`config.mk`:
```
export PLATFORM = sky130hd
export DESIGN_NAME = mem_burst_unit_flat
export DESIGN_NICKNAME = d
export VERILOG_FILES = /design/src/cache_pkg.sv /design/src/cache_intf.sv /design/src/mem_burst_unit.sv /design/src/flat_wrapper.sv
export SDC_FILE = /design/constraint.sdc
export NUM_CORES = 1
export LEC_CHECK = 0
export BUFFER_PORTS_ARGS = -buffer_cell sky130_fd_sc_hd__buf_2
export CORE_AREA = 2 2 152 154
export DETAILED_ROUTE_END_ITERATION = 8
export DIE_AREA = 0 0 154 156
export PLACE_DENSITY = 0.67
export SETUP_SLACK_MARGIN = 0.3
export SLEW_MARGIN = 30
export SYNTH_ARGS = -nofsm -noshare
export SYNTH_HDL_FRONTEND = slang
export SYNTH_SLANG_ARGS = --single-unit
```
`constraint.sdc`:
```
create_clock -name clk -period 5.1 [get_ports clk]
set_input_delay 1.02 -clock clk [delete_from_list [all_inputs] [get_ports clk]]
set_output_delay 1.02 -clock clk [all_outputs]
set_load 0.02 [all_outputs]
```
`src/cache_pkg.sv`:
```
// cache package
// shared widths, data types and control enums of the two-way cache controller
package cache_pkg;

	localparam int addr_bits = 32;      // word address
	localparam int word_bits = 32;
	localparam int words_per_line = 4;
	localparam int offset_bits = 2;     // word select in a line

	typedef logic [word_bits-1:0] word_t;
	typedef logic [addr_bits-1:0] addr_t;
	typedef logic [words_per_line*word_bits-1:0] line_t; // word 0 sits in the low bits
	typedef logic [offset_bits-1:0] offset_t;

	// controller states; being outside idle is what stalls the processor
	typedef enum logic [1:0] {
		idle,
		lookup,
		write_back,
		refill
	} cache_state_t;

	typedef enum logic {
		burst_read,  // memory to cache
		burst_write  // dirty victim to memory
	} burst_op_t;

endpackage

```
`src/cache_intf.sv`:
```


interface burst_if;
	logic                 start;
	cache_pkg::burst_op_t op;
	cache_pkg::addr_t     base;     // line base, offset zero
	cache_pkg::line_t     out_line;
	cache_pkg::line_t     in_line;
	logic                 done;

	modport ctrl (output start, op, base, out_line, input in_line, done);
	modport unit (input start, op, base, out_line, output in_line, done);
endinterface

```
`src/mem_burst_unit.sv`:
```
// memory burst unit
// moves one cache line to or from main memory as four word beats, paced by ready_mem
module mem_burst_unit (
	input  logic             clk,
	input  logic             reset,
	burst_if.unit            burst,
	input  logic             ready_mem,
	input  cache_pkg::word_t rdata_mem,
	output logic             read_mem,
	output logic             write_mem,
	output cache_pkg::addr_t addr_mem,
	output cache_pkg::word_t wdata_mem
);
	localparam int line_bits = cache_pkg::words_per_line * cache_pkg::word_bits;

	logic                 busy;
	logic [1:0]           beat;  // beats done so far
	logic                 done_q;
	cache_pkg::burst_op_t op_q;
	cache_pkg::addr_t     base_q;
	cache_pkg::line_t     line_q; // outgoing words shift out, incoming shift in

	logic accept;
	logic step;

	assign accept = burst.start && !busy;
	assign step = busy && ready_mem;

	always_ff @(posedge clk, negedge reset) begin
		if (!reset) begin
			busy <= 1'b0;
			beat <= 2'd0;
			done_q <= 1'b0;
			op_q <= cache_pkg::burst_read;
		end else begin
			done_q <= 1'b0;
			if (accept) begin
				busy <= 1'b1;
				beat <= 2'd0;
				op_q <= burst.op;
			end else if (step) begin
				beat <= beat + 2'd1;
				if (beat == 2'd3) begin // fourth beat ends the burst
					busy <= 1'b0;
					done_q <= 1'b1;
				end
			end
		end
	end

	always_ff @(posedge clk) begin
		if (accept) begin
			base_q <= burst.base;
			line_q <= burst.out_line;
		end else if (step) begin
			if (op_q == cache_pkg::burst_write)
				line_q <= line_q >> cache_pkg::word_bits;
			else
				line_q <= {rdata_mem, line_q[line_bits-1:cache_pkg::word_bits]};
		end
	end

	assign read_mem = busy && (op_q == cache_pkg::burst_read);
	assign write_mem = busy && (op_q == cache_pkg::burst_write);
	assign addr_mem = base_q;
	assign wdata_mem = line_q[cache_pkg::word_bits-1:0]; // lowest word is the next beat

	assign burst.in_line = line_q;
	assign burst.done = done_q;

endmodule

```
`src/flat_wrapper.sv`:
```
// flat-port wrapper written by rule: the top's interface ports become plain ports
module mem_burst_unit_flat 
  (clk, reset, ready_mem, rdata_mem, read_mem, write_mem, addr_mem, wdata_mem, burst_start, burst_op, burst_base, burst_out_line, burst_in_line, burst_done);
  burst_if burst_i ();
  input  logic clk;
  input  logic reset;
  input  logic ready_mem;
  input  cache_pkg::word_t rdata_mem;
  output logic read_mem;
  output logic write_mem;
  output cache_pkg::addr_t addr_mem;
  output cache_pkg::word_t wdata_mem;
  input wire logic [$bits(burst_i.start)-1:0] burst_start;
  input wire logic [$bits(burst_i.op)-1:0] burst_op;
  input wire logic [$bits(burst_i.base)-1:0] burst_base;
  input wire logic [$bits(burst_i.out_line)-1:0] burst_out_line;
  output wire logic [$bits(burst_i.in_line)-1:0] burst_in_line;
  output wire logic [$bits(burst_i.done)-1:0] burst_done;
  assign burst_i.start = burst_start;
  assign burst_i.op = burst_op;
  assign burst_i.base = burst_base;
  assign burst_i.out_line = burst_out_line;
  assign burst_in_line = burst_i.in_line;
  assign burst_done = burst_i.done;
  mem_burst_unit u_core (.clk(clk), .reset(reset), .burst(burst_i), .ready_mem(ready_mem), .rdata_mem(rdata_mem), .read_mem(read_mem), .write_mem(write_mem), .addr_mem(addr_mem), .wdata_mem(wdata_mem));
endmodule
```
# Yosys cells after proc, flatten, opt, wreduce, memory -nomap -nowiden
# Cells that the tools add are included.
dict set report totals {
  register_bits 165
  latch_bits 0
  ramBits 0
  mem_bits_ro 0
  in_bits 197
  word_cells 28
  n_memories 0
}
dict set report classes {
  addsub 1
  mul 0
  n_div 0
  n_lt_le_gt_ge 0
  n_eq_ne 1
  n_shift 0
  n_mux 11
  bitwise_logic 1
  n_reduce_logical 8
}
# cell n
set ops {}
lappend ops {{2-to-1 mux 128 bit} 3}
lappend ops {{2-to-1 mux 1 bit} 6}
lappend ops {{logical AND 1 bit} 4}
lappend ops {{2-to-1 mux 2 bit} 2}
lappend ops {{nonzero test 2 bit} 2}
lappend ops {{adder 2 x 1 -> 2 bit (second input constant)} 1}
lappend ops {{== test 2 bit (second input constant)} 1}
lappend ops {{AND reduction 2 bit} 1}
lappend ops {{zero test 1 bit} 1}
lappend ops {{NOT 1 bit} 1}

# Longest topological paths before layout
# Gate-level depths: netlist of the first run.
dict set report logic_depth {
  ltp_word 4
  ltp_mapped 4
}

# Worst setup path before layout of the first run
# No wires, ideal clock.
dict set report synth_timing {
  path_type {input to register}
  from {input port burst_start}
  to {register u_core.line_q[0] (netlist: u_core.burst.in_line[0]) (enable)}
  arrival_ns 4.140
  required_ns 4.608
  setup_slack_ns 0.468
  cell_stages 4
  path_cell_list {nand2b_4 > buf_12 > buf_12 > nand2_1}
}
dict set report synth_via {
  elab_chain_cells 2
}
# item line
set synth_rtl {}
lappend synth_rtl {{start: declaration} flat_wrapper.sv:13} ;# input wire logic [$bits(burst_i.start)-1:0] burst_start;
lappend synth_rtl {{logical AND 1 bit} mem_burst_unit.sv:26} ;# assign accept = burst.start && !busy;
lappend synth_rtl {{nonzero test 2 bit (no line)} -}
lappend synth_rtl {{end signal: assignment} mem_burst_unit.sv:54} ;# line_q <= burst.out_line;
lappend synth_rtl {{end signal: assignment} mem_burst_unit.sv:57} ;# line_q <= line_q >> cache_pkg::word_bits;
lappend synth_rtl {{end signal: assignment} mem_burst_unit.sv:59} ;# line_q <= {rdata_mem, line_q[line_bits-1:cache_pkg::word_bits]};
lappend synth_rtl {{end: declaration} mem_burst_unit.sv:21} ;# cache_pkg::line_t line_q;
# No other way between the ends.
# A chain may end at the register's enable or synchronous reset.

# Final worst setup path of the first run
dict set report layout_timing {
  from {register u_core.op_q}
  to {output port write_mem}
}
dict set report layout_via {
  elab_chain_cells 1
}
# item line
set layout_rtl {}
lappend layout_rtl {{start: declaration} mem_burst_unit.sv:19} ;# cache_pkg::burst_op_t op_q;
lappend layout_rtl {{start signal: assignment} mem_burst_unit.sv:34} ;# op_q <= cache_pkg::burst_read;
lappend layout_rtl {{start signal: assignment} mem_burst_unit.sv:40} ;# op_q <= burst.op;
lappend layout_rtl {{logical AND 1 bit} mem_burst_unit.sv:64} ;# assign write_mem = busy && (op_q == cache_pkg::burst_write);
lappend layout_rtl {{end: declaration} flat_wrapper.sv:10} ;# output logic write_mem;
# No other way between the ends.

==> impl_results.md, run 1 <==
* Final Cycle Share at approximately 55%
* Critical path data arrival time at between 1.5 and 2 ns
* Hold Buf Count CTS at 0
* CTS root buf: clkbuf_16
* Synth Instances at 389
* TNS Setup at 0 ns
* Max H-tree Level at 4
* Finish-stage setup viols at 0
* Nets at about 950
* Worst-case reg-to-reg path depth at 3
* Inserted Diodes at 0
* Clk pwr share at ~21%
* FF-to-FF Start: u_core.busy
* Final Hold Fails at 0
* Vias in the first global route at approximately 4700
* Commonest cells after routing, fill and taps aside: 391 x buf_2, 160 x edfxtp_1, 99 x mux2_4, 30 x mux2_2
* Global-route wire length before repair at around 26 mm
* Largest net degree at the start of global routing at 70
* Pint at just under 0.004 W
* Worst r2r dst: u_core.burst.in_line[13]
* Port-buffer cells at between 300 and 400
* Crit path max fanout at 22
* Grt ovf at 0
* Slew HR at between 40% and 50%
* Max Transition Viols Final at 0
* Initial core utilization at 33.9%
* Synth Net Count at between 500 and 600
* Pwr dens at 612 mW/mm^2
* Switch share at between 30 and 40%
* RSZ-0062 raised after global routing: false
* Sw Pwr at roughly 0.0022 W
* Routed Antenna Nets at 0
* CTS tree: built
* Post-CTS sizing at 0
* Most common cell after layout, fill and taps aside: buf_2
* Crit-path cells: buf_4 > and2_1 > buf_2
* Worst Setup SP: u_core.op_q
* Max-Cap Viols at 0
* Startpoint Class: flop
* Sequential share of the synthesized area at about two thirds
* Vias at between 4000 and 5000
* GR Util All Layers at between 10% and 20%
* Ys Warns at 0
* Status: finished clean
* Min Tclk post-route at 2.78 ns
* Crit Path Category: reg -> out
* DR pass1 iterations at 4
* Routed vias/inst at between 4 and 5
* Hold crit path type: in -> async
* Worst-Margin Slew at 0.889 ns
* Clock transition at the registers of the reported paths at around 0.070 ns
* CP endpoint: write_mem
* Setup Fix Bufs, Post-CTS at 0
* Yosys reg bits at between 150 and 200
* CP Data Required Time at 4.08 ns
* Gpl congestion at roughly 0.76
* Crit end category: output pin
* Final hold slack at between 0.3 and 0.4 ns
* Logic pwr share at around two fifths
* Placed cell area at around 0.0095 mm^2
* Row cnt at 55
* Share of cells above drive strength 1 at 72.8%
* Die ar. at approximately 0.024 mm^2
* Core area at ~0.022 mm^2
* Die height at between 150 and 200 um
* Reg2reg setup slack at approximately 2.7 ns
* Worst vdd ir at 0.000261 V
* Sequential share of power at between 40% and 50%
* Ports at just under 400
* Final Routed Wirelength at approximately 18 mm
* Final core utilization at between 40% and 50%
* Longest Clk Path Bufs at 2
* Library cells used by synthesis at 20
* Initial antenna violation count at 0
* Leakage power at roughly 4.7 nW
* Post-Place Setup Slack at 2.15 ns
* Routed len/inst at about 17 um
* DRC at 0
* Design Area, Final at ~0.01 mm^2
* Mean area per synthesized cell at roughly 19 um^2
* Final worst slack at about 2.3 ns
* Peak Freq at around 360 MHz
* Skew final at 0.0100 ns
* Post-Synthesis Cell Area at between 0.007 and 0.008 mm^2
* Slowest Stage Delay on Critical Path at between 0.6 and 0.7 ns
* 1st-iter DRT viols at around 280
* Later-pin clock latency in the skew report at ~0.43 ns
* Sink Count at 165
* Die Span X at approximately 150 um
* HPWL Detailed at between 10 and 15 mm
* Synth-to-layout area growth at 32.7%
* CTS Buf Count at 17
* Worst path slowest cell: dfrtp_1
## cells by family (layout without fill, tap and decap cells)
| kind of cell | count (synthesis) | count (layout) | synth area share, % |
|---|---|---|---|
| and+or+nand+nor | 40 | 40 | 3.55 |
| buffers and inverters | 50 | 429 | 6.62 |
| DFF | 165 | 165 | 65.1 |
| adders and majority gates | 1 | 1 | 0.165 |
| xor gates and xnor gates | 1 | 1 | 0.116 |
| AOI/OAI and AO/OA | 2 | 2 | 0.231 |
| muxes | 130 | 130 | 24.2 |
## power groups by stage
stage	Clock (W)	Combinational [W]	Sequential, W
global placement	0	0.00242	0.00248
floorplan	0	0.00130	0.00302
CTS	0.00129	0.00246	0.00247
detailed placement	0	0.00246	0.00249
finish	0.00126	0.00243	0.00246
global route	0.00136	0.00257	0.00252
## worst min-delay path by stage
stage	from	end	slack [ns]
2_1_floorplan	u_core.beat[1]	u_core.beat[1]	0.50
3_3_place_gp	u_core.beat[1]	u_core.beat[1]	0.52
3_5_place_dp	u_core.beat[1]	u_core.beat[1]	0.53
4_1_cts	reset	u_core.op_q	0.38
5_1_grt	reset	u_core.op_q	0.37
6_report	reset	u_core.op_q	0.40
## per-stage QoR
stage	cells	total power (W)
2_1_floorplan	389	0.00432
3_3_place_gp	1020	0.00490
3_5_place_dp	1021	0.00495
4_1_cts	1053	0.00623
5_1_grt	1053	0.00645
6_report	1053	0.00615
## worst max-delay path: cells and delay by family, from the launching register on
| family | cells | cell delay [ns] |
|---|---|---|
| buffers and inverters | 2 | 0.50 |
| and+or+nand+nor | 1 | 0.16 |
| DFF | 1 | 0.66 |
## cell usage after synthesis, drive strengths merged
cell type | n | area (um^2)
a22o | 2 | 17.5
and2 | 1 | 6.26
and2b | 17 | 128
and3 | 1 | 6.26
buf | 46 | 487
clkbuf | 3 | 11.3
dfrtp | 5 | 125
edfxtp | 160 | 4800
ha | 1 | 12.5
inv | 1 | 3.75
mux2 | 130 | 1840
nand2 | 2 | 7.51
nand2b | 1 | 13.8
nor2 | 2 | 7.51
nor2b | 16 | 100
xor2 | 1 | 8.76
## registers in the layout (all words and copies together) (netlist names)
register              flops
u_core.busy               1
u_core.beat               2
u_core.addr_mem          32
u_core.burst.done         1
u_core.op_q               1
u_core.burst.in_line    128
## layer usage
metal	routed length, um	GRT usage (%)	up-vias	part of all wire [%]
li1	-	-	2163	-
met1	7310	17.4	2213	40
met2	9430	24.7	220	51
met3	1360	5.11	20	7.4
met4	291	5.07	0	1.6
met5	0	0	-	0
## layout make-up
| cell class | count | area (um^2) |
|---|---|---|
| inverters | 1 | 3.75 |
| well taps | 285 | 357 |
| repair buffers | 396 | 2030 |
| multi-input cells | 174 | 2150 |
| flip-flops and latches | 165 | 4930 |
| fillers | 2059 | 12300 |
| clock buffers | 17 | 425 |
| clock inverters | 15 | 155 |
(Power assumes the default switching activity.)
==> inputs of run 2 (changes only) <==
- PLACE_DENSITY: 0.67 -> 0.69
- clock period: 5.1 -> 2.39 ns (I/O delays scaled with it)
==> impl_results.md, run 2 (synthesis results as in run 1) <==
* Commonest cells after routing, fill and taps aside: 391 x buf_2, 160 x edfxtp_1, 99 x mux2_4, 30 x mux2_2 (unchanged)
* Worst min-delay path startpoint: burst_base[4]
* Vias at 4611 (was 4616)
* Leakage power at 4.86 nW (was 4.74 nW)
* Slew HR at 72.3% (was 40.8%)
* WHS Path Cells at 1
* CTS root buf: clkbuf_16 (unchanged)
* Vias in the first global route at 4727 (was 4670)
* Reg2reg setup slack at 0.59 ns (was 2.73 ns)
* Max reg flops at 128 (unchanged)
* Later-pin clock latency in the skew report at 0.42 ns (was 0.43 ns)
* Crit end category: flop (was output pin)
* Final Cycle Share at 75.4%
* Longest Clk Path Bufs at 2 (unchanged)
* Layer with the highest usage: met2 (unchanged)
* Row cnt at 55 (unchanged)
* Final Hold Fails at 0 (unchanged)
* Routed vias/inst at 4.31 (was 4.38)
* Pwr dens at 1310 mW/mm^2 (was 612 mW/mm^2)
* Hold Buf Count CTS at 1 (was 0)
* HPWL Detailed at 15.6 mm (was 14.0 mm)
* Initial antenna violation count at 1 (was 0)
* Gpl congestion at 0.821 (was 0.763)
* Global-route wire length before repair at 27.8 mm (was 26.4 mm)
* Placed Cells at 1036 (was 1021)
* Final core utilization at 45.9% (was 44.9%)
* Synth-to-layout area growth at 35.5% (was 32.7%)
* Critical path data arrival time at 1.97 ns (was 1.76 ns)
* Post-CTS sizing at 0 (unchanged)
* Final hold slack at 0.221 ns (was 0.399 ns)
* Core area at 0.0224 mm^2 (unchanged)
* FF-to-FF Start: u_core.busy (unchanged)
* GRT met3 Usage at 3.67% (was 5.11%)
* Peak Freq at between 500 and 600 MHz
* Grt met1 use at 19.9% (was 17.4%)
* Crit path max fanout at 54 (was 22)
* CP Data Required Time at 2.56 ns (was 4.08 ns)
* Power, Total at 0.0134 W (was 0.00615 W)
* Max Transition Viols Final at 0 (unchanged)
* Die height at 156 um (unchanged)
* Clock transition at the registers of the reported paths at 0.08 ns (was 0.07 ns)
* Die ar. at 0.0240 mm^2 (unchanged)
* Min Tclk post-route at 1.80 ns
* Final Routed Wirelength at 19.5 mm (was 18.4 mm)
* Initial core utilization at 33.9% (unchanged)
* Hold endpoint: u_core.addr_mem[4]
* Met2 track demand over resource at 26.9% (was 24.7%)
* Ports at 392 (unchanged)
* Die Span X at 154 um (unchanged)
* Sink Count at 165 (unchanged)
* Worst-Margin Slew at 0.416 ns (was 0.889 ns)
* 1st-iter DRT viols at 296 (was 283)
* Skew final at 0.0126 ns (was 0.0100 ns)
* Routed Antenna Nets at 0 (unchanged)
* Routed len/inst at 18.3 um (was 17.5 um)
* Startpoint Class: flop (unchanged)
* Setup Fix Bufs, Post-CTS at 0 (unchanged)
* Worst r2r dst: u_core.burst.in_line[21] (was u_core.burst.in_line[13])
* Crit Path Category: reg -> reg (was reg -> out)
* Fill cells at 1979 (was 2059)
* TNS Setup at 0 ns (unchanged)
* Hold crit path type: in -> reg (was in -> async)
* Port-buffer cells at 391 (unchanged)
* Share of cells above drive strength 1 at 73.3% (was 72.8%)
* Worst vdd ir at 0.000624 V (was 0.000261 V)
* CTS Buf Count at 17 (unchanged)
* Status: finished clean (unchanged)
* DR pass1 iterations at 4 (unchanged)
* DRC at 0 (unchanged)
* Finish-stage setup viols at 0 (unchanged)
* Grt ovf at 0 (unchanged)
* GR Util All Layers at 15.7% (was 14.6%)
* Largest net degree at the start of global routing at 55 (was 70)
* Max-Cap Viols at 0 (unchanged)
* CTS tree: built (unchanged)
* Most common cell after layout, fill and taps aside: buf_2 (unchanged)
* Worst-case reg-to-reg path depth at 3 (unchanged)
* Finished Layout Cells at 1070 (was 1053)
* Max H-tree Level at 4 (unchanged)
* RSZ-0062 raised after global routing: false (unchanged)
* Nets at 969 (was 953)
run 2: power breakdown:
part	internal, W	switching [W]
Sequential	0.00465	0.000627
Combinational	0.00241	0.00297
Clock	0.00151	0.00128
Total	0.00857	0.00488
run 2: final cells by class:
type                       count  area [um^2]  share of cell area [%]
sequential                   165         4930                    48.0
timing repair buffer         412         2200                    21.5
multi-input combinational    174         2160                    21.0
clock buffer                  17          425                    4.14
tap                          285          357                    3.47
clock inverter                15          181                    1.77
inverter                       1         3.75                  0.0366
antenna                        1         2.50                  0.0244
run 2: metrics by stage:
stage / instance area [um^2] / worst slack [ns]
2_1_floorplan: 7590 / 0.589
3_3_place_gp: 9640 / 0.591
3_5_place_dp: 9640 / 0.574
4_1_cts: 10300 / 0.584
5_1_grt: 10300 / 0.507
6_report: 10300 / 0.589
run 2: worst max path at each step:
stage                      startpoint  slack, ns                  endpoint
final                     u_core.busy       0.59  u_core.burst.in_line[21]
after detailed placement  burst_start       0.57  u_core.burst.in_line[21]
after floorplan           u_core.busy       0.59   u_core.burst.in_line[0]
after global placement    burst_start       0.59  u_core.burst.in_line[20]
after CTS                 u_core.op_q       0.58                 write_mem
after global routing      u_core.busy       0.51  u_core.burst.in_line[24]
run 2: routing by layer:
| metal | part of all wire [%] | up-vias |
|---|---|---|
| met4 | 1.1 | 0 |
| met1 | 41 | 2225 |
| met3 | 4.9 | 13 |
| met2 | 53 | 169 |
| met5 | 0 | - |
| li1 | - | 2204 |
run 2: critical path, stage by stage, from the launching register on:
cell and delay, ns:
dfrtp_1 0.47, nand2b_4 0.28, buf_12 0.33, mux2_2 0.38
