## src/cache_pkg.sv

```systemverilog
// cache package
// shared widths, data types and control enums of the two-way cache controller
package cache_pkg;

	localparam int addr_bits = 32;      // word address
	localparam int word_bits = 32;
	localparam int words_per_line = 4;
	localparam int offset_bits = 2;     // word select in a line

	typedef logic [word_bits-1:0] word_t;
	typedef logic [addr_bits-1:0] addr_t;
	typedef logic [words_per_line*word_bits-1:0] line_t; // word 0 sits in the low bits
	typedef logic [offset_bits-1:0] offset_t;

	// controller states; being outside idle is what stalls the processor
	typedef enum logic [1:0] {
		idle,
		lookup,
		write_back,
		refill
	} cache_state_t;

	typedef enum logic {
		burst_read,  // memory to cache
		burst_write  // dirty victim to memory
	} burst_op_t;

endpackage

```

## src/cache_intf.sv

```systemverilog
// cache internal buses
// tag lookup, line access and memory burst connections between the controller blocks

interface lookup_if #(parameter int index_bits = 10);
	localparam int tag_bits = cache_pkg::addr_bits - index_bits - cache_pkg::offset_bits;

	logic [index_bits-1:0] index;
	logic [tag_bits-1:0]   tag;
	logic                  upd;          // commit one access
	logic                  upd_way;
	logic                  set_dirty;
	logic                  fill;         // upd installs tag as a new valid line
	logic                  hit;
	logic                  hit_way;
	logic                  victim_way;
	logic                  victim_dirty;
	logic [tag_bits-1:0]   victim_tag;

	modport ctrl (output index, tag, upd, upd_way, set_dirty, fill,
		input hit, hit_way, victim_way, victim_dirty, victim_tag);
	modport array (input index, tag, upd, upd_way, set_dirty, fill,
		output hit, hit_way, victim_way, victim_dirty, victim_tag);
endinterface

interface line_if #(parameter int index_bits = 10);
	logic [index_bits-1:0] index;
	logic                  way;
	cache_pkg::offset_t    offset;
	logic                  wr_word;
	cache_pkg::word_t      wdata;
	logic                  fill_line;
	cache_pkg::line_t      fill_data;
	cache_pkg::word_t      rdata;       // word picked by offset
	cache_pkg::line_t      victim_data; // whole line of way

	modport ctrl (output index, way, offset, wr_word, wdata, fill_line, fill_data,
		input rdata, victim_data);
	modport array (input index, way, offset, wr_word, wdata, fill_line, fill_data,
		output rdata, victim_data);
endinterface

interface burst_if;
	logic                 start;
	cache_pkg::burst_op_t op;
	cache_pkg::addr_t     base;     // line base, offset zero
	cache_pkg::line_t     out_line;
	cache_pkg::line_t     in_line;
	logic                 done;

	modport ctrl (output start, op, base, out_line, input in_line, done);
	modport unit (input start, op, base, out_line, output in_line, done);
endinterface

```

## src/cache_fsm.sv

```systemverilog
// cache control FSM
// latches the processor access, resolves hits and sequences write back and refill
module cache_fsm #(
	parameter int index_bits = 10
) (
	input  logic             clk,
	input  logic             reset,
	input  logic             read_up,
	input  logic             write_up,
	input  cache_pkg::addr_t addr_up,
	input  cache_pkg::word_t wdata_up,
	output cache_pkg::word_t rdata_up,
	output logic             stall_up,
	lookup_if.ctrl           lookup,
	line_if.ctrl             line,
	burst_if.ctrl            burst
);
	localparam int tag_bits = cache_pkg::addr_bits - index_bits - cache_pkg::offset_bits;

	cache_pkg::cache_state_t state;
	cache_pkg::cache_state_t state_next;

	cache_pkg::addr_t addr_q;
	cache_pkg::word_t wdata_q;
	logic             is_write;
	logic             way_sel;
	logic             wb_sel;
	logic [index_bits-1:0] index;
	logic [tag_bits-1:0]   tag;

	always_ff @(posedge clk, negedge reset) begin
		if (!reset) begin
			state <= cache_pkg::idle;
			is_write <= 1'b0;
			rdata_up <= '0;
		end else begin
			state <= state_next;
			if (state == cache_pkg::idle && (read_up || write_up))
				is_write <= write_up;
			if (state == cache_pkg::lookup && lookup.hit && !is_write)
				rdata_up <= line.rdata; // held until the next read completes
		end
	end

	// access latch, loaded with the strobe
	always_ff @(posedge clk) begin
		if (state == cache_pkg::idle && (read_up || write_up)) begin
			addr_q <= addr_up;
			wdata_q <= wdata_up;
		end
	end

	assign index = addr_q[cache_pkg::offset_bits +: index_bits];
	assign tag = addr_q[cache_pkg::addr_bits-1 -: tag_bits];

	// the hit way on a hit, otherwise the line being replaced
	assign way_sel = lookup.hit ? lookup.hit_way : lookup.victim_way;
	assign wb_sel = (state == cache_pkg::lookup) && lookup.victim_dirty;

	assign lookup.index = index;
	assign lookup.tag = tag;
	assign lookup.upd_way = way_sel;

	assign line.index = index;
	assign line.way = way_sel;
	assign line.offset = addr_q[cache_pkg::offset_bits-1:0];
	assign line.wdata = wdata_q;
	assign line.fill_data = burst.in_line;

	assign burst.op = wb_sel ? cache_pkg::burst_write : cache_pkg::burst_read;
	assign burst.base = wb_sel ? {lookup.victim_tag, index, cache_pkg::offset_bits'(0)} :
		{tag, index, cache_pkg::offset_bits'(0)};
	assign burst.out_line = line.victim_data;

	assign stall_up = (state != cache_pkg::idle);

	always_comb begin
		state_next = state;
		lookup.upd = 1'b0;
		lookup.set_dirty = 1'b0;
		lookup.fill = 1'b0;
		line.wr_word = 1'b0;
		line.fill_line = 1'b0;
		burst.start = 1'b0;
		case (state)
			cache_pkg::idle: begin
				if (read_up || write_up)
					state_next = cache_pkg::lookup;
			end
			cache_pkg::lookup: begin
				if (lookup.hit) begin
					lookup.upd = 1'b1;
					lookup.set_dirty = is_write;
					line.wr_word = is_write;
					state_next = cache_pkg::idle;
				end else begin
					burst.start = 1'b1; // write back first if the victim is dirty
					state_next = lookup.victim_dirty ? cache_pkg::write_back : cache_pkg::refill;
				end
			end
			cache_pkg::write_back: begin
				if (burst.done) begin
					burst.start = 1'b1; // victim is out, fetch the new line
					state_next = cache_pkg::refill;
				end
			end
			cache_pkg::refill: begin
				if (burst.done) begin
					lookup.upd = 1'b1;
					lookup.fill = 1'b1;
					line.fill_line = 1'b1;
					state_next = cache_pkg::lookup; // replays the access as a hit
				end
			end
			default: state_next = cache_pkg::idle;
		endcase
	end

endmodule

```

## src/flat_wrapper.sv

```systemverilog
// flat-port wrapper written by rule: the top's interface ports become plain ports
module cache_fsm_flat 
#(
	parameter int index_bits = 10
)
  (clk, reset, read_up, write_up, addr_up, wdata_up, rdata_up, stall_up, lookup_index, lookup_tag, lookup_upd, lookup_upd_way, lookup_set_dirty, lookup_fill, lookup_hit, lookup_hit_way, lookup_victim_way, lookup_victim_dirty, lookup_victim_tag, line_index, line_way, line_offset, line_wr_word, line_wdata, line_fill_line, line_fill_data, line_rdata, line_victim_data, burst_start, burst_op, burst_base, burst_out_line, burst_in_line, burst_done);
  lookup_if #(.index_bits(index_bits)) lookup_i ();
  line_if #(.index_bits(index_bits)) line_i ();
  burst_if burst_i ();
  input  logic clk;
  input  logic reset;
  input  logic read_up;
  input  logic write_up;
  input  cache_pkg::addr_t addr_up;
  input  cache_pkg::word_t wdata_up;
  output cache_pkg::word_t rdata_up;
  output logic stall_up;
  output wire logic [$bits(lookup_i.index)-1:0] lookup_index;
  output wire logic [$bits(lookup_i.tag)-1:0] lookup_tag;
  output wire logic [$bits(lookup_i.upd)-1:0] lookup_upd;
  output wire logic [$bits(lookup_i.upd_way)-1:0] lookup_upd_way;
  output wire logic [$bits(lookup_i.set_dirty)-1:0] lookup_set_dirty;
  output wire logic [$bits(lookup_i.fill)-1:0] lookup_fill;
  input wire logic [$bits(lookup_i.hit)-1:0] lookup_hit;
  input wire logic [$bits(lookup_i.hit_way)-1:0] lookup_hit_way;
  input wire logic [$bits(lookup_i.victim_way)-1:0] lookup_victim_way;
  input wire logic [$bits(lookup_i.victim_dirty)-1:0] lookup_victim_dirty;
  input wire logic [$bits(lookup_i.victim_tag)-1:0] lookup_victim_tag;
  output wire logic [$bits(line_i.index)-1:0] line_index;
  output wire logic [$bits(line_i.way)-1:0] line_way;
  output wire logic [$bits(line_i.offset)-1:0] line_offset;
  output wire logic [$bits(line_i.wr_word)-1:0] line_wr_word;
  output wire logic [$bits(line_i.wdata)-1:0] line_wdata;
  output wire logic [$bits(line_i.fill_line)-1:0] line_fill_line;
  output wire logic [$bits(line_i.fill_data)-1:0] line_fill_data;
  input wire logic [$bits(line_i.rdata)-1:0] line_rdata;
  input wire logic [$bits(line_i.victim_data)-1:0] line_victim_data;
  output wire logic [$bits(burst_i.start)-1:0] burst_start;
  output wire logic [$bits(burst_i.op)-1:0] burst_op;
  output wire logic [$bits(burst_i.base)-1:0] burst_base;
  output wire logic [$bits(burst_i.out_line)-1:0] burst_out_line;
  input wire logic [$bits(burst_i.in_line)-1:0] burst_in_line;
  input wire logic [$bits(burst_i.done)-1:0] burst_done;
  assign lookup_index = lookup_i.index;
  assign lookup_tag = lookup_i.tag;
  assign lookup_upd = lookup_i.upd;
  assign lookup_upd_way = lookup_i.upd_way;
  assign lookup_set_dirty = lookup_i.set_dirty;
  assign lookup_fill = lookup_i.fill;
  assign lookup_i.hit = lookup_hit;
  assign lookup_i.hit_way = lookup_hit_way;
  assign lookup_i.victim_way = lookup_victim_way;
  assign lookup_i.victim_dirty = lookup_victim_dirty;
  assign lookup_i.victim_tag = lookup_victim_tag;
  assign line_index = line_i.index;
  assign line_way = line_i.way;
  assign line_offset = line_i.offset;
  assign line_wr_word = line_i.wr_word;
  assign line_wdata = line_i.wdata;
  assign line_fill_line = line_i.fill_line;
  assign line_fill_data = line_i.fill_data;
  assign line_i.rdata = line_rdata;
  assign line_i.victim_data = line_victim_data;
  assign burst_start = burst_i.start;
  assign burst_op = burst_i.op;
  assign burst_base = burst_i.base;
  assign burst_out_line = burst_i.out_line;
  assign burst_i.in_line = burst_in_line;
  assign burst_i.done = burst_done;
  cache_fsm #(.index_bits(index_bits)) u_core (.clk(clk), .reset(reset), .read_up(read_up), .write_up(write_up), .addr_up(addr_up), .wdata_up(wdata_up), .rdata_up(rdata_up), .stall_up(stall_up), .lookup(lookup_i), .line(line_i), .burst(burst_i));
endmodule
```

## config.mk

```make
export PLATFORM = sky130hd
export DESIGN_NAME = cache_fsm_flat
export DESIGN_NICKNAME = d
export VERILOG_FILES = /design/src/cache_pkg.sv /design/src/cache_intf.sv /design/src/cache_fsm.sv /design/src/flat_wrapper.sv
export SDC_FILE = /design/constraint.sdc
export NUM_CORES = 1
export LEC_CHECK = 0
export BUFFER_PORTS_ARGS = -buffer_cell sky130_fd_sc_hd__buf_2
export CORE_AREA = 2 2 302 304
export DETAILED_ROUTE_END_ITERATION = 6
export DIE_AREA = 0 0 304 306
export SKIP_LAST_GASP = 1
export SLEW_MARGIN = 20
export SYNTH_ARGS = -nofsm -noshare
export SYNTH_HDL_FRONTEND = slang
export SYNTH_SLANG_ARGS = --single-unit
```

## constraint.sdc

```tcl
create_clock -name clk -period 3.9 [get_ports clk]
set_input_delay 0.39 -clock clk [delete_from_list [all_inputs] [get_ports clk]]
set_output_delay 0.39 -clock clk [all_outputs]
set_load 0.02 [all_outputs]
```

== After elaboration in Yosys (flattened, before gate mapping) ==
Cells that the tools add are included.

* Register bits: 99
* Bits in latches: 0
* RAM bits: 0
* Bits in read-only memories: 0
* Input port bits: 381
* Memories kept: 0

* $add $sub $neg: 0
* Multiply operators: 0
* Divide/modulo/power cells: 0
* Magnitude comparators: 0
* Equal/unequal tests: 6
* Shift-type cells: 0
* Multiplexer cells: 17
* Bitwise gates (word level): 0
* Reductions and logical operators: 9

{| class="wikitable"
|+ Operator list
! operator !! number
|-
| two-way mux 32 bit || 1
|-
| two-way mux 1 bit || 9
|-
| two-way mux 2 bit || 4
|-
| case mux 2 bit (4 select lines) || 1
|-
| inequality test 2 bit, second input constant || 3
|-
| == test 2 bit, second input constant || 2
|-
| logical AND 1 bit || 4
|-
| case mux 1 bit (2 select lines) || 2
|-
| AND reduction 3 bit || 1
|-
| == test 2 x 1 -> 1 bit, second input constant || 1
|-
| logical NOT 2 bit || 1
|-
| nonzero test 2 bit || 1
|-
| logical NOT 1 bit || 1
|-
| logical OR 1 bit || 1
|}

== Depth between registers and ports, before layout ==
* Depth in word-level cells: 3
* Depth in mapped cells: 5
* Depth with buffers taken out: 5

== Least setup slack after synthesis ==
OpenSTA, ideal clock, no wires.

* Path type: register to register
* Start point: register u_core.state[0]
* End point: register u_core.addr_q[0] (enable)
* Setup time: 0.488 ns
* Data arrival time: 3.554 ns
* Path slack: -0.142 ns
* Cell stages (with the launch flop): 5
* Cells stage by stage: dfrtp_1 > inv_1 > ha_1 > inv_1 > nor2_1

* Cells in the longest elaborated chain, start to end: 2

{| class="wikitable"
|+ RTL lines
! item !! RTL line !! source
|-
| start: declaration || cache_fsm.sv:20 || <nowiki>cache_pkg::cache_state_t state;</nowiki>
|-
| start signal: assignment || cache_fsm.sv:33 || <nowiki>state <= cache_pkg::idle;</nowiki>
|-
| start signal: assignment || cache_fsm.sv:37 || <nowiki>state <= state_next;</nowiki>
|-
| logical NOT 2 bit || cache_fsm.sv:47 || <nowiki>if (state == cache_pkg::idle && (read_up || write_up)) begin</nowiki>
|-
| logical AND 1 bit || cache_fsm.sv:47 ||
|-
| end signal: assignment || cache_fsm.sv:48 || <nowiki>addr_q <= addr_up;</nowiki>
|-
| end: declaration || cache_fsm.sv:23 || <nowiki>cache_pkg::addr_t addr_q;</nowiki>
|}

No other way between the ends.
A chain may end at the register's enable or synchronous reset.

== Worst setup path in the final report ==
* Start point: register u_core.state[1]
* End point: output burst_base[26]

* Cells in the longest elaborated chain, start to end: 3

{| class="wikitable"
|+ RTL lines
! item !! RTL line !! source
|-
| == test 2 x 1 -> 1 bit || cache_fsm.sv:58 || <nowiki>assign wb_sel = (state == cache_pkg::lookup) && lookup.victim_dirty;</nowiki>
|-
| logical AND 1 bit || cache_fsm.sv:58 ||
|-
| two-way mux 32 bit || cache_fsm.sv:71 || <nowiki>assign burst.base = wb_sel ? {lookup.victim_tag, index, cache_pkg::offset_bits'(0)} :</nowiki>
|-
| end: declaration || flat_wrapper.sv:40 || <nowiki>output wire logic [$bits(burst_i.base)-1:0] burst_base;</nowiki>
|}

No other way between the ends.

==> flow_results.org <==
** Drt
- For this run, design rule violations remaining after detail routing come to 0.
- Vias per cell :: approximately 2.0
- Wires add up to between 20 and 30 mm.
- After detailed routing, the wire length on met1 is 8.38 mm.
- The detail route stage leaves a number of antenna-violating nets equal to 0.
- Drt first pass iters :: 4
- Detailed route wirelength on metal2 :: roughly 10 mm
- Starting DRC count in detailed routing :: between 90 and 100
- DR WL/cell :: ~16 um
- DR top layer :: met5
- Routed wl met3 :: 5.01 mm
- DR vias :: 3312

** Finish
- In the final layout, flip-flops and latches occupy about 2800 um^2.
- From synthesis to final layout, the design area changed by 16.6%.
- Number of nets in the layout :: between 800 and 900
- Number of fill cells in the layout :: 10400
- Summing all multi-input logic gate instances after layout gives 941 um^2.
- Share of cells above drive strength 1 :: 72.9%

** STA
- After routing, the total negative slack on setup checks comes to 0 ps.
- Min Clock Period, post-route :: around 2700 ps
- The final count of hold timing violations is 0.
- Based on the critical path, the design can be clocked at up to around 370 MHz.
- The total count of max-transition violations in the final report is 0.
- Least-Margin Pin Slew :: just over 800 ps
- Number of setup violations in the final report :: 0
- Slew Limit Headroom :: between 40% and 50%
- Setup repair after global routing left no endpoint under its margin.
- Setup Skew :: about 13 ps
- Fraction of the cycle the final worst path needs :: about 68%

** Critical path
- Critical path's largest stage delay :: roughly 420 ps
- The largest individual stage delay along the critical path comes from the cell dfrtp_1.
- Family with the most delay on the worst path :: buffers and inverters
- Startpoint type of the worst setup path :: register
- Critical path, cell by cell :: inv_1 > ha_1 > nand2_2 > mux2_2 > buf_2
- Data arrival time of the critical path :: 2280 ps
- The worst setup path is of the register to output pin kind.
- Worst Path Required :: about 3500 ps
- Counting cells, the worst reg-to-reg path comes to 5.
- Number of buffer and inverter instances along the worst setup path :: 2
- Stages on the worst setup path :: 5
- The worst setup path is captured at an output pin.
- The setup check on the worst reg-to-reg path leaves a slack of roughly 1600 ps.
- Worst-path maximum fanout :: 21

** Logic synthesis
- Share of Yosys cell area claimed by the top area cell type :: approximately 36%
- Counting instances in the post-synthesis netlist gives the leading cell types as buf_4, edfxtp_1, dfrtp_1.
- After synthesis the cells add up to a little under 6000 um^2.
- A synthesized cell averages roughly 13 um^2.
- Most frequent cell after synthesis :: buf_4
- Distinct cell type count after synthesis :: 25
- Synthesis warning total :: 0
- Number of flops mapped to enable cells by yosys :: between 60 and 70
- In the post-synthesis netlist, the biggest area contributors are buf_4, edfxtp_1, dfrtp_1.
- For this run, asynchronously set or reset flops after synthesis account for between 30% and 40%.
- Synthesis handed over a netlist of between 400 and 500 instances.
- Portion of the post-synthesis area used by sequential elements :: a little under half
- Dominant cell type by area after synthesis :: buf_4
- Among all flip-flop cells after synthesis, the most frequent one is edfxtp_1.
- Flop and latch count out of synthesis :: 99

** Place
- Placer Congestion :: 0.802
- HPWL Detailed :: roughly 22 mm
- In this run the tool buffered the top-level ports with 270 buffer cells.

** Clocking
- Clock Sinks :: 99
- Clock-pin slew of the registers on the worst-case setup and hold paths :: about 70 ps
- TritonCTS created 9 clock buffers.
- CTS H-Tree Depth :: 3
- Hold-fix buffers, CTS :: 0
- CTS tree :: built
- Root buffer cell :: clkbuf_16
- Number of buffers on the longest clock path :: 2
- The number of gates resized after CTS was 0.
- After clock tree synthesis, the setup repair step added 0 buffers.
- The later pin in the worst-skew pair is clocked with a latency of roughly 400 ps.

** Floorplanning
- Die X :: 304 um
- The floorplan step defined a die boundary enclosing 93000 um^2.
- Boundary pin count :: between 700 and 800
- Initial standard-cell utilization of the core :: under 10%
- The total area inside the core boundary comes to 89600 um^2.
- The initialized floorplan defines 110 standard-cell rows.
- In this run the vertical extent of the chip is 306 um.

** Global routing
- Initial antenna violation count :: 7
- Total global routing track utilization :: ~5.5%
- Number of global-route vias before repair :: around 3500
- The total overflow left after global routing is 0.
- Maximum number of pins on one net before global-route repair :: 36
- First-pass GRT wire length :: around 33 mm

** Pwr
- Pwr Density :: between 600 and 700 nW/um^2
- Highest ir drop seen on vdd :: between 0.0004 and 0.0005 V
- Post-route total power :: between 4 and 5 mW
- Leak Pwr :: 2.77 nW

** Outcome
- The flow ran to the end, and the final reports show no timing, DRC or antenna violations.

** Job
- The tool flagged a number of max-cap violations equal to 0.

** Hold path
- The path class of the tightest hold or removal check is primary input to asynchronous set/reset pin.
-- sequential cells by signal, indices dropped and copies added, names as in the netlist --
signal and count:
u_core.rdata_up 32, u_core.state 2, u_core.addr_q 32, u_core.is_write 1
u_core.line.wdata 32
-- cell families (layout without fill, tap and decap cells) --
| group | Yosys count | in the layout | share of synthesized area [%] |
|---|---|---|---|
| simple gates | 12 | 12 | 1.36 |
| compound gates | 6 | 6 | 0.699 |
| fa+ha+maj | 6 | 6 | 1.27 |
| buf+inv | 290 | 292 | 36.9 |
| other cells | 1 | 3 | 0.0634 |
| flops | 99 | 99 | 47.3 |
| mux | 55 | 55 | 12.3 |
-- final timing paths --
kind	to	from
worst max register to register	u_core.addr_q[11]	u_core.state[1]
min in group clk	u_core.line.wdata[1]	wdata_up[1]
worst max-delay path	burst_base[26]	u_core.state[1]
worst min register to register	u_core.rdata_up[13]	u_core.rdata_up[13]
max in group asynchronous	u_core.rdata_up[8]	reset
worst min-delay path	u_core.rdata_up[24]	reset
-- layout make-up --
cell class,instances,share of cell area (%)
Antenna cell,1,0.0363
Multi-Input combinational cell,81,13.7
Clock buffer,13,3.63
Clock inverter,3,0.690
Tap cell,1176,21.4
Inverter,4,0.218
Timing Repair Buffer,272,19.8
Sequential cell,99,40.6
-- metal layers --
layer  up-vias  GRT usage, %
li1       1246             -
met1      1414          4.81
met2       512          7.58
met3       136          4.85
met4         4          4.67
met5         -         0.982
-- stage by stage --
stage	hold slack (ps)	util (%)	instances	cell area, um^2	worst slack [ps]
6_report	94.5	7.69	1649	6890	1230
5_1_grt	128	7.69	1648	6890	1060
4_1_cts	87.0	7.69	1648	6890	1160
3_5_place_dp	486	7.36	1632	6590	1530
3_3_place_gp	490	7.36	1632	6590	1600
2_1_floorplan	94.4	-	470	5920	933
-- cells in the final DEF, fill, tap and decap left out, types with 2 or more instances in the layout --
cell and n:
inv_1 4, conb_1 2, a21oi_1 2, mux2i_1 2, mux2_2 23, clkbuf_16 9, mux2_4 30, clkinv_4 2
ha_1 6, dfrtp_1 35, buf_4 2, buf_2 270, edfxtp_1 64, clkbuf_1 3, nor2_1 3
-- report_power, final --
group | switching, mW | internal (mW)
sequential | 0.235 | 1.54
clock | 0.463 | 0.519
combinational | 1.24 | 0.776
Note: power is estimated with default switching activity, not from simulation.
